==> src/logic/issue_pkg.sv <==
/*
 * shared sizes and instruction types for the dual-issue stage
 * queue depth must stay a power of two so the indices wrap by overflow
 */

`default_nettype none

package issue_pkg;

    // queue geometry
    localparam int queue_depth = 8;
    // head and tail wrap naturally at this width
    localparam int queue_index_width = 3;

    // general register file
    localparam int reg_addr_width = 5;
    localparam int word_width = 32;

    typedef logic [reg_addr_width-1:0] reg_addr_t;
    typedef logic [word_width-1:0] word_t;
    typedef logic [queue_index_width-1:0] queue_index_t;

    // one instruction as it leaves decode
    typedef struct packed {
        // fetch address that also identifies the instruction
        word_t pc;
        // destination and source register numbers
        reg_addr_t dest;
        reg_addr_t src_a;
        reg_addr_t src_b;
        // writes dest in the general register file
        logic reg_write;
        // load or store
        logic mem_access;
        // hi/lo special registers
        logic hi_write;
        logic lo_write;
        logic hi_read;
        logic lo_read;
        // branch or jump that is always followed by a delay slot
        logic branch;
        // multiply or divide unit
        logic mul_div;
    } decoded_instr_t;

    // one slot of the pair sent toward execute
    typedef struct packed {
        logic valid;
        decoded_instr_t instr;
        // register file data for src_a and src_b
        word_t operand_a;
        word_t operand_b;
    } issued_instr_t;

endpackage

`default_nettype wire

==> src/logic/issue_operand_read.sv <==
/*
 * register read addressing and the registered pair toward execute
 * read data must come back from the register file in the same cycle
 */

`timescale 1ns/1ps
`default_nettype none

module issue_operand_read
    import issue_pkg::*;
(
    input  logic           clk,
    input  logic           reset,
    input  logic           flush,
    input  logic           stall,
    input  decoded_instr_t head_instr_a,
    input  decoded_instr_t head_instr_b,
    input  logic           issue_a,
    input  logic           issue_b,
    output reg_addr_t      reg_read_addr_a0,
    output reg_addr_t      reg_read_addr_a1,
    output reg_addr_t      reg_read_addr_b0,
    output reg_addr_t      reg_read_addr_b1,
    input  word_t          reg_read_data_a0,
    input  word_t          reg_read_data_a1,
    input  word_t          reg_read_data_b0,
    input  word_t          reg_read_data_b1,
    output issued_instr_t  out_a,
    output issued_instr_t  out_b
);

    issued_instr_t next_a;
    issued_instr_t next_b;

    // four read ports with two per slot
    assign reg_read_addr_a0 = head_instr_a.src_a;
    assign reg_read_addr_a1 = head_instr_a.src_b;
    assign reg_read_addr_b0 = head_instr_b.src_a;
    assign reg_read_addr_b1 = head_instr_b.src_b;

    // slot a is all zero when held back
    always_comb
    begin
        next_a = '0;
        if (issue_a)
        begin
            next_a.valid = 1'b1;
            next_a.instr = head_instr_a;
            next_a.operand_a = reg_read_data_a0;
            next_a.operand_b = reg_read_data_a1;
        end
    end

    // slot b uses the same layout on the second port pair
    always_comb
    begin
        next_b = '0;
        if (issue_b)
        begin
            next_b.valid = 1'b1;
            next_b.instr = head_instr_b;
            next_b.operand_a = reg_read_data_b0;
            next_b.operand_b = reg_read_data_b1;
        end
    end

    always_ff @(posedge clk)
    begin
        if (!reset)
        begin
            out_a <= '0;
            out_b <= '0;
        end
        else if (flush)
        begin
            // flush overrides stall
            out_a <= '0;
            out_b <= '0;
        end
        else if (!stall)
        begin
            out_a <= next_a;
            out_b <= next_b;
        end
        // otherwise hold the pair for execute
    end

    // execute never sees a younger slot without the older one
    a_out_order: assert property (@(posedge clk) disable iff (!reset)
        out_b.valid |-> out_a.valid);

endmodule

`default_nettype wire

==> src/logic/issue_pair_check.sv <==
/*
 * combinational pairing rules for the two oldest queue entries
 * register 0 gets no special treatment in the RAW check
 */

`timescale 1ns/1ps
`default_nettype none

module issue_pair_check
    import issue_pkg::*;
(
    input  logic           head_valid_a,
    input  logic           head_valid_b,
    input  decoded_instr_t head_instr_a,
    input  decoded_instr_t head_instr_b,
    output logic           issue_a,
    output logic           issue_b
);

    logic wait_delay_slot;
    logic branch_b;
    logic both_mem;
    logic both_mul_div;
    logic raw_reg;
    logic raw_hi_lo;
    logic block_b;

    // a branch in slot a must leave with its delay slot
    assign wait_delay_slot = head_instr_a.branch && !head_valid_b;

    // control transfer in slot b would need its own delay slot in the pair
    assign branch_b = head_instr_b.branch;

    // single memory port
    assign both_mem = head_instr_a.mem_access && head_instr_b.mem_access;

    // single multiply/divide unit
    assign both_mul_div = head_instr_a.mul_div && head_instr_b.mul_div;

    // general register read after write inside the pair
    assign raw_reg = head_instr_a.reg_write &&
                     ((head_instr_a.dest == head_instr_b.src_a) ||
                      (head_instr_a.dest == head_instr_b.src_b));

    // hi or lo written by slot a and read by slot b
    assign raw_hi_lo = (head_instr_a.hi_write && head_instr_b.hi_read) ||
                       (head_instr_a.lo_write && head_instr_b.lo_read);

    assign block_b = branch_b || both_mem || both_mul_div || raw_reg || raw_hi_lo;

    assign issue_a = head_valid_a && !wait_delay_slot;

    // slot b only goes together with slot a
    assign issue_b = issue_a && head_valid_b && !block_b;

endmodule

`default_nettype wire

==> src/logic/issue_queue.sv <==
/*
 * eight-entry circular queue with two writes and two frees per cycle
 * overflow rejects the whole cycle so decode has to present it again
 */

`timescale 1ns/1ps
`default_nettype none

module issue_queue
    import issue_pkg::*;
(
    input  logic           clk,
    input  logic           reset,
    input  logic           flush,
    input  logic           stall,
    input  logic           in_valid_a,
    input  logic           in_valid_b,
    input  decoded_instr_t in_instr_a,
    input  decoded_instr_t in_instr_b,
    input  logic           issue_a,
    input  logic           issue_b,
    output logic           overflow,
    output logic           head_valid_a,
    output logic           head_valid_b,
    output decoded_instr_t head_instr_a,
    output decoded_instr_t head_instr_b
);

    // entry storage
    decoded_instr_t entries [queue_depth];
    logic [queue_depth-1:0] valid;

    queue_index_t head;
    queue_index_t head_plus1;
    queue_index_t tail;
    queue_index_t tail_plus1;

    logic write_first;
    logic write_second;
    decoded_instr_t first_instr;

    // index arithmetic wraps at the index width
    assign head_plus1 = head + queue_index_t'(1);
    assign tail_plus1 = tail + queue_index_t'(1);

    // first written instruction is slot a if strobed, else the lone slot b
    assign first_instr = in_valid_a ? in_instr_a : in_instr_b;

    // overflow when the tail entry or the one after it is still occupied
    assign overflow = ((in_valid_a || in_valid_b) && valid[tail]) ||
                      (in_valid_a && in_valid_b && valid[tail_plus1]);

    // nothing lands during a flush or an overflow
    assign write_first = (in_valid_a || in_valid_b) && !overflow && !flush;
    assign write_second = in_valid_a && in_valid_b && !overflow && !flush;

    // oldest two entries toward the pairing stage
    assign head_valid_a = valid[head];
    assign head_valid_b = valid[head_plus1];
    assign head_instr_a = valid[head] ? entries[head] : '0;
    assign head_instr_b = valid[head_plus1] ? entries[head_plus1] : '0;

    always_ff @(posedge clk)
    begin
        if (write_first)
        begin
            entries[tail] <= first_instr;
        end
        if (write_second)
        begin
            entries[tail_plus1] <= in_instr_b;
        end
    end

    always_ff @(posedge clk)
    begin
        if (!reset)
        begin
            valid <= '0;
            head <= '0;
            tail <= '0;
        end
        else if (flush)
        begin
            // flush wins over stall and over any enqueue
            valid <= '0;
            head <= '0;
            tail <= '0;
        end
        else
        begin
            // head only moves when execute accepts the pair
            if (!stall)
            begin
                if (issue_a)
                begin
                    valid[head] <= 1'b0;
                end
                if (issue_b)
                begin
                    valid[head_plus1] <= 1'b0;
                end
                head <= head + queue_index_t'(issue_a) + queue_index_t'(issue_b);
            end
            // enqueue keeps going under stall
            // freed entries are valid, written ones were not, so no clash
            if (write_first)
            begin
                valid[tail] <= 1'b1;
            end
            if (write_second)
            begin
                valid[tail_plus1] <= 1'b1;
            end
            tail <= tail + queue_index_t'(write_first) + queue_index_t'(write_second);
        end
    end

    // tail reaches a live entry only when the queue is full
    a_no_overwrite: assert property (@(posedge clk) disable iff (!reset)
        valid[tail] |-> &valid);

    // pairing stage never issues the younger entry alone
    a_issue_order: assert property (@(posedge clk) disable iff (!reset)
        issue_b |-> issue_a);

endmodule

`default_nettype wire

==> src/logic/issue_stage.sv <==
/*
 * dual-issue stage built from queue, pairing rules and operand read
 * earliest path from enqueue to out_a is one edge after the write
 */

`timescale 1ns/1ps
`default_nettype none

module issue_stage
    import issue_pkg::*;
(
    input  logic           clk,
    input  logic           reset,
    input  logic           flush,
    input  logic           stall,
    // decode side with single-cycle strobes
    input  logic           in_valid_a,
    input  logic           in_valid_b,
    input  decoded_instr_t in_instr_a,
    input  decoded_instr_t in_instr_b,
    output logic           overflow,
    // register file
    output reg_addr_t      reg_read_addr_a0,
    output reg_addr_t      reg_read_addr_a1,
    output reg_addr_t      reg_read_addr_b0,
    output reg_addr_t      reg_read_addr_b1,
    input  word_t          reg_read_data_a0,
    input  word_t          reg_read_data_a1,
    input  word_t          reg_read_data_b0,
    input  word_t          reg_read_data_b1,
    // toward execute
    output issued_instr_t  out_a,
    output issued_instr_t  out_b
);

    logic head_valid_a;
    logic head_valid_b;
    decoded_instr_t head_instr_a;
    decoded_instr_t head_instr_b;
    logic issue_a;
    logic issue_b;

    issue_queue queue_inst (
        .clk          (clk),
        .reset        (reset),
        .flush        (flush),
        .stall        (stall),
        .in_valid_a   (in_valid_a),
        .in_valid_b   (in_valid_b),
        .in_instr_a   (in_instr_a),
        .in_instr_b   (in_instr_b),
        .issue_a      (issue_a),
        .issue_b      (issue_b),
        .overflow     (overflow),
        .head_valid_a (head_valid_a),
        .head_valid_b (head_valid_b),
        .head_instr_a (head_instr_a),
        .head_instr_b (head_instr_b)
    );

    // decisions return to the queue in the same cycle
    issue_pair_check pair_check_inst (
        .head_valid_a (head_valid_a),
        .head_valid_b (head_valid_b),
        .head_instr_a (head_instr_a),
        .head_instr_b (head_instr_b),
        .issue_a      (issue_a),
        .issue_b      (issue_b)
    );

    issue_operand_read operand_read_inst (
        .clk              (clk),
        .reset            (reset),
        .flush            (flush),
        .stall            (stall),
        .head_instr_a     (head_instr_a),
        .head_instr_b     (head_instr_b),
        .issue_a          (issue_a),
        .issue_b          (issue_b),
        .reg_read_addr_a0 (reg_read_addr_a0),
        .reg_read_addr_a1 (reg_read_addr_a1),
        .reg_read_addr_b0 (reg_read_addr_b0),
        .reg_read_addr_b1 (reg_read_addr_b1),
        .reg_read_data_a0 (reg_read_data_a0),
        .reg_read_data_a1 (reg_read_data_a1),
        .reg_read_data_b0 (reg_read_data_b0),
        .reg_read_data_b1 (reg_read_data_b1),
        .out_a            (out_a),
        .out_b            (out_b)
    );

endmodule

`default_nettype wire

==> config.mk <==
export PLATFORM = sky130hd
export DESIGN_NAME = issue_stage
export DESIGN_NICKNAME = d
export VERILOG_FILES = /design/src/logic/issue_pkg.sv /design/src/logic/issue_operand_read.sv /design/src/logic/issue_pair_check.sv /design/src/logic/issue_queue.sv /design/src/logic/issue_stage.sv
export SDC_FILE = /design/constraint.sdc
export NUM_CORES = 1
export LEC_CHECK = 0
export ABC_AREA = 0
export BUFFER_PORTS_ARGS = -buffer_cell sky130_fd_sc_hd__buf_2
export CORE_MARGIN = 3
export CORE_UTILIZATION = 45
export DETAILED_ROUTE_END_ITERATION = 10
export PLACE_DENSITY = 0.63
export SLEW_MARGIN = 20
export SYNTH_ARGS = -nofsm -noshare
export SYNTH_HDL_FRONTEND = slang
export SYNTH_SLANG_ARGS = --single-unit
==> constraint.sdc <==
create_clock -name clk -period 9 [get_ports clk]
set_clock_uncertainty 0.05 [all_clocks]
set_input_delay 0.45 -clock clk [delete_from_list [all_inputs] [get_ports clk]]
set_output_delay 0.45 -clock clk [all_outputs]
set_load 0.02 [all_outputs]
### Yosys cells after proc, flatten, opt, wreduce, memory -nomap -nowiden

Memory sizes are Yosys's and may differ from the RTL's. A register that Yosys moved wholly into a read port is not among the register bits.
Index checks and enable logic that the tools add are counted.

| cells by class | value |
|---|---|
| bitwise gates (word level) | 7 |
| reduce and logical (&&, ||, !) cells | 34 |
| order comparisons | 8 |
| muxes and demuxes | 39 |
| equal/unequal tests | 2 |
| $add $sub $neg | 6 |

Operators with widths:

| operator | count |
|---|---|
| $mux W120 | 2 |
| $mux W55 | 3 |
| $mux W8 | 12 |
| $logic_and A1 B1 Y1 | 20 |
| $and A8 B8 Y8 | 2 |
| $lt A3 B4 Y1 const B | 4 |
| $not A8 Y8 | 2 |
| $or A8 B8 Y8 | 2 |
| $add A3 B1 Y3 | 4 |
| $bmux W1 S3 | 4 |
| $demux W1 S3 | 4 |
| $ge A3 B1 Y1 const B | 4 |
| $mux W1 | 12 |
| $eq A5 B5 Y1 | 2 |
| $logic_or A1 B1 Y1 | 8 |
| $add A3 B1 Y3 const B | 2 |
| $mux W3 | 2 |
| $logic_not A1 Y1 | 5 |
| $reduce_or A2 Y1 | 1 |
| $not A1 Y1 | 1 |

| word-level totals | value |
|---|---|
| memory bits (writable) | 440 |
| memories | 1 |
| word-level logic and storage cells | 130 |
| flip-flop bits (word level) | 254 |

Memories:

| name | depth | bits a word | rd ports | clocked after Yosys merged registers in | write ports | line | RTL |
|---|---|---|---|---|---|---|---|
| queue_inst.entries | 8 | 55 | 2 | 1 | 2 | issue_queue.sv:30 | `decoded_instr_t entries [queue_depth];` |

### Depth between registers and ports, before layout

| logic depth | value |
|---|---|
| depth in word-level cells | 22 |
| depth in mapped cells | 18 |
| mapped depth without buffers | 13 |

### Hierarchy

Synthesis repeated with hierarchy kept, for this count alone.

| unflattened totals | value |
|---|---|
| cell total of the unflattened synthesis | 2862 |
| area, all modules | 37514.7 um^2 |

By module, submodules not included:

| module | times used | area each (um^2) | cells each |
|---|---|---|---|
| issue_queue | 1 | 27560.2 | 1756 |
| issue_operand_read | 1 | 9793.1 | 1085 |
| issue_pair_check | 1 | 161.4 | 21 |

### Worst setup path before layout

Ideal clock, no wire load.

| timing | value |
|---|---|
| kind | register to register |
| start | reg queue_inst.tail[1] |
| end | reg queue_inst.valid[2] |
| data required time | 8868 ps |
| stages on the path, launching flop included | 10 |
| arrival time | 6551 ps |
| slack | 2317 ps |
| library setup time | 82 ps |
| clock period less this slack | 6683 ps |
| cells stage by stage | dfxtp_1 -> ha_1 -> clkbuf_1 -> mux2i_1 -> nor3_1 -> a221oi_1 -> a21o_1 -> nand4_1 -> o31ai_1 -> a22o_1 |

| on the way | value |
|---|---|
| longest elaborated chain between the ends | 13 |
| elaborated cells on any way between the ends | 29 |
| classes of those cells | add/sub (1); order compare (4); mux (12); bitwise (2); reduce/logical (10) |

RTL lines:

| what | line | RTL |
|---|---|---|
| start: declaration | issue_queue.sv:35 | `queue_index_t tail;` |
| start signal: assignment | issue_queue.sv:115 | `tail <= tail + queue_index_t'(write_first) + queue_index_t'(write_second);` |
| $add A3 B1 Y3 | issue_queue.sv:44 | `assign tail_plus1 = tail + queue_index_t'(1);` |
| $bmux W1 S3 | issue_queue.sv:51 | `(in_valid_a && in_valid_b && valid[tail_plus1]);` |
| $mux W1 (implied by the code) | issue_queue.sv:51 |  |
| $logic_and A1 B1 Y1 | issue_queue.sv:51 |  |
| $logic_or A1 B1 Y1 | issue_queue.sv:50 | `assign overflow = ((in_valid_a \|\| in_valid_b) && valid[tail]) \|\|` |
| $logic_not A1 Y1 | issue_queue.sv:54, issue_queue.sv:55 |  |
| $logic_and A1 B1 Y1 (2 in series) | issue_queue.sv:54 | `assign write_first = (in_valid_a \|\| in_valid_b) && !overflow && !flush;` |
| $mux W8 | issue_queue.sv:107 | `if (write_first)` |
| $mux W8 | issue_queue.sv:83 | `else if (flush)` |
| $mux W8 | issue_queue.sv:77 | `if (!reset)` |
| $or A8 B8 Y8 (no line) | n/a |  |
| $mux W8 (*) | issue_queue.sv:111 | `if (write_second)` |
| end signal: assignment | issue_queue.sv:79 | `valid <= '0;` |
| end signal: assignment | issue_queue.sv:86 | `valid <= '0;` |
| end signal: indexed assignment | issue_queue.sv:113 | `valid[tail_plus1] <= 1'b1;` |
| end: declaration | issue_queue.sv:31 | `logic [queue_depth-1:0] valid;` |

Mark *: on every way between the ends. The rest lies on a longest branch, timed or not. The select of a mux whose other input is x is not followed.
A chain may end at the register's enable or synchronous reset.

### Worst setup path in the final report

| timing | value |
|---|---|
| start | reg queue_inst.head[0] |
| end | reg operand_read_inst.out_b[48] (netlist name) |

| on the way | value |
|---|---|
| longest elaborated chain between the ends | 12 |
| elaborated cells on any way between the ends | 29 |
| classes of those cells | add/sub (1); eq/ne (2); mux (7); reduce/logical (18); memory (1) |

RTL lines:

| what | line | RTL |
|---|---|---|
| start: declaration | issue_queue.sv:33 | `queue_index_t head;` |
| start signal: assignment | issue_queue.sv:103 | `head <= head + queue_index_t'(issue_a) + queue_index_t'(issue_b);` |
| $add A3 B1 Y3 | issue_queue.sv:43 | `assign head_plus1 = head + queue_index_t'(1);` |
| $bmux W1 S3 | issue_queue.sv:59, issue_queue.sv:61 |  |
| $mux W1 (implied by the code) | issue_queue.sv:59, issue_queue.sv:61 |  |
| $mux W55 | issue_queue.sv:61 | `assign head_instr_b = valid[head_plus1] ? entries[head_plus1] : '0;` |
| $eq A5 B5 Y1 (tied with other cells) | issue_pair_check.sv:42 | `((head_instr_a.dest == head_instr_b.src_a) \|\|` |
| $logic_or A1 B1 Y1, on equally long branches | issue_pair_check.sv:42, issue_pair_check.sv:49 |  |
| $logic_and A1 B1 Y1 or $logic_or A1 B1 Y1 (tied branches) | issue_pair_check.sv:41, issue_pair_check.sv:49 |  |
| $logic_or A1 B1 Y1 (2 in series) | issue_pair_check.sv:49 | `assign block_b = branch_b \|\| both_mem \|\| both_mul_div \|\| raw_reg \|\| raw_hi_lo;` |
| $logic_not A1 Y1 | issue_pair_check.sv:54 | `assign issue_b = issue_a && head_valid_b && !block_b;` |
| $logic_and A1 B1 Y1 (*) | issue_pair_check.sv:54 |  |
| $mux W120 (*) | issue_operand_read.sv:58 | `if (issue_b)` |

Marked as above.

==> flow_summary.toml <==
[synthesis]
syn_nets = 3508
synth_area_leaders = "edfxtp_1 (38%), dfxtp_1 (15%), mux4_2 (12%)"
ys_warn_count = 0
synth_edf_count = 440
synth_ff_type = "edfxtp_1"
syn_inst = 3258
syn_area_per_cell_sq_um = 10.7
synth_most_common_cell = "nor2_1"
synth_seq_area_share = 0.524
async_flop_share = 0
ys_top_cells_by_count = "nor2_1 (673), a21oi_1 (598), edfxtp_1 (440)"
synth_top_area_share = 0.377
synthesis.area_sq_um = 35000
ys_types = 73
yosysTopAreaCell = "edfxtp_1"
ys_ff_latch = 697

[floorplan]
fp.dieW_um = 285
coreArea_sq_um = 76500
rows = 101
io_pins = 505
die_y_um = 285
die_area_sq_um = 81200
start_util = 0.458

[timing]
fmax_ghz = 0.174
setup_viol = 0
finalMaxSlewViolations = 0
relSlewSlack = 0.211
final_hold_viol_count = 0
rsz0062_at_grt = "no"
tightest_slew_ns = 1.18
fin_setup_tns_ns = 0
min_period_ns = 5.76
fin_crit_sh = 0.640
worst_slack_ns = 3.24

[grt]
grt_usage = 0.292
antenna_found_initial = 12
grt_pass1_wl_um = 178000
grt_max_degree = 107
grt_pass1_vias = 26300
gr-total-overflow = 0

[clocking]
cts_buffers = 78
path_clk_slew_ns = 0.06
clock_path_buffers = 3
clk_latency_ns = 0.62
clock_sinks = 697
htree_levels = 3
clk_root_buffer_cell = "clkbuf_16"
cts_tree = "done"

[setup_path]
crit_top_cell = "buf_4"
crit_type = "register to register"
crit_path_max_incr_delay_ns = 0.81
critPathCaptureType = "register"
critPathArrivalTime_ns = 6.28
worstPathMaxFanout = 87
start_kind = "register"
crit_chain = "ha_4, buf_4, mux4_2, mux2i_1, o22ai_1, or3_1, nor3_4, buf_4, buf_4, a32o_1"
critPathRequiredTime_ns = 9.52
cpMaxStageDelayCell = "buf_4"

[job]
max-cap-violations = 0

[placed_design]
preCtsSetupSlack_ns = 3.24
port_buffers = 504
hpwl_um = 79100
globalplace.congestion = 0.868

[routing]
drtIter0Drc = 3570
wl_um = 122000
vias_per_cell = 6.01
antenna_left = 0
num_vias = 28100
routedWlPerCell_um = 26.2
drt_pass1_iterations = 6
drcViolationCount = 0

[power_and_ir_drop]
ir_drop_v = 0.000128
p_leak_uw = 0.0150
p_per_area_nw_per_um2 = 178

[worst_hold_path]
hp-class = "input port to register"

[layout]
nets = 3829
area_growth_pct = 16.6
drive_gt1_frac = 0.248
nFillCells = 6726

[status]
outcome = "finished clean"
routing by layer:
metal,global-route usage,part of all wire,up-vias
met5,0,0.00038,-
met4,0.100,0.033,10
met3,0.0571,0.093,201
met2,0.486,0.49,1416
met1,0.384,0.39,13700
li1,-,-,12700
report_power, final:
part,internal [uW],leakage (uW),switching [uW]
Clock,1850,0.00125,1330
Sequential,3470,0.00606,27.9
Combinational,215,0.00766,383
layout by cell type, fill, tap and decap left out, types with 8 or more instances in the layout:
master,count
nor2_1,672
a21oi_1,598
buf_2,502
edfxtp_1,440
dfxtp_1,253
nand2_1,195
mux4_2,181
mux2i_1,166
a32o_1,110
clkbuf_16,83
nor3_1,59
buf_4,48
dlygate4sd3_1,32
o21ai_0,23
nand3_1,16
clkbuf_1,15
mux2_2,13
clkinv_2,12
and3_1,11
nand3b_1,9
clkinv_1,9
clkbuf_8,9
nor4_1,8
final cells by class:
type | count | area [sq um] | share of cell area
antenna | 3 | 7.51 | 0.000184
clock inverter | 30 | 246 | 0.00604
tap | 1030 | 1290 | 0.0316
multi-input combinational | 2209 | 15400 | 0.377
sequential | 697 | 18400 | 0.450
inverter | 10 | 37.5 | 0.000920
clock buffer | 111 | 2280 | 0.0559
timing repair buffer | 583 | 3210 | 0.0786
state kept, by name, indices dropped and copies added (netlist names), named ones only:
signal	count
operand_read_inst.out_a	120
operand_read_inst.out_b	120
queue_inst.entries	440
queue_inst.head	3
queue_inst.tail	3
queue_inst.valid	8
logic make-up after synthesis:
group | synth area share
buf+inv | 0.0423
xor+xnor | 0.00175
fa+ha+maj | 0.00257
simple gates | 0.117
flops | 0.524
mux | 0.172
compound gates | 0.139
final timing paths:
| path | from | to | slack, ns | cells past startpoint |
|---|---|---|---|---|
| worst max-delay path | queue_inst.head[0]$_SDFFE_PP0N_ | operand_read_inst.out_b[48]$_SDFFE_PP0N_ | 3.24 | 10 |
| worst min register to register | operand_read_inst.out_b[42]$_SDFFE_PP0N_ | operand_read_inst.out_b[42]$_SDFFE_PP0N_ | 0.41 | 1 |
| worst min-delay path | reg_read_data_b0[16] | operand_read_inst.out_b[48]$_SDFFE_PP0N_ | 0.02 | 2 |
| worst max register to register | queue_inst.head[0]$_SDFFE_PP0N_ | operand_read_inst.out_b[48]$_SDFFE_PP0N_ | 3.24 | 10 |
worst max-delay path: cells and delay by family, from the launching register on:
kind,cells,cell delay (ns)
compound gates,2,0.41
flops,1,0.72
mux,2,0.82
buf+inv,3,2.07
fa+ha+maj,1,0.78
simple gates,2,0.69
metrics by stage:
step / total power (uW) / instances / area, sq um / hold slack [ns] / util
after floorplan: 3930 / 3258 / 35000 / 0.432 / -
after global placement: 4140 / 4497 / 38000 / 0.393 / 0.496
after detailed placement: 4150 / 4497 / 38000 / 0.398 / 0.497
after CTS: 7320 / 4670 / 40800 / 0.0000398 / 0.534
after global routing: 7500 / 4671 / 40800 / 0.0126 / 0.534
final: 7280 / 4673 / 40800 / 0.0225 / 0.534
timing repair:
action                                 CTS  global route
hold buffers                            32             0
setup buffers                            0             0
gates resized for setup                  0             0
endpoints found under the hold margin   32             0
Note: power is estimated with default switching activity, not from simulation.
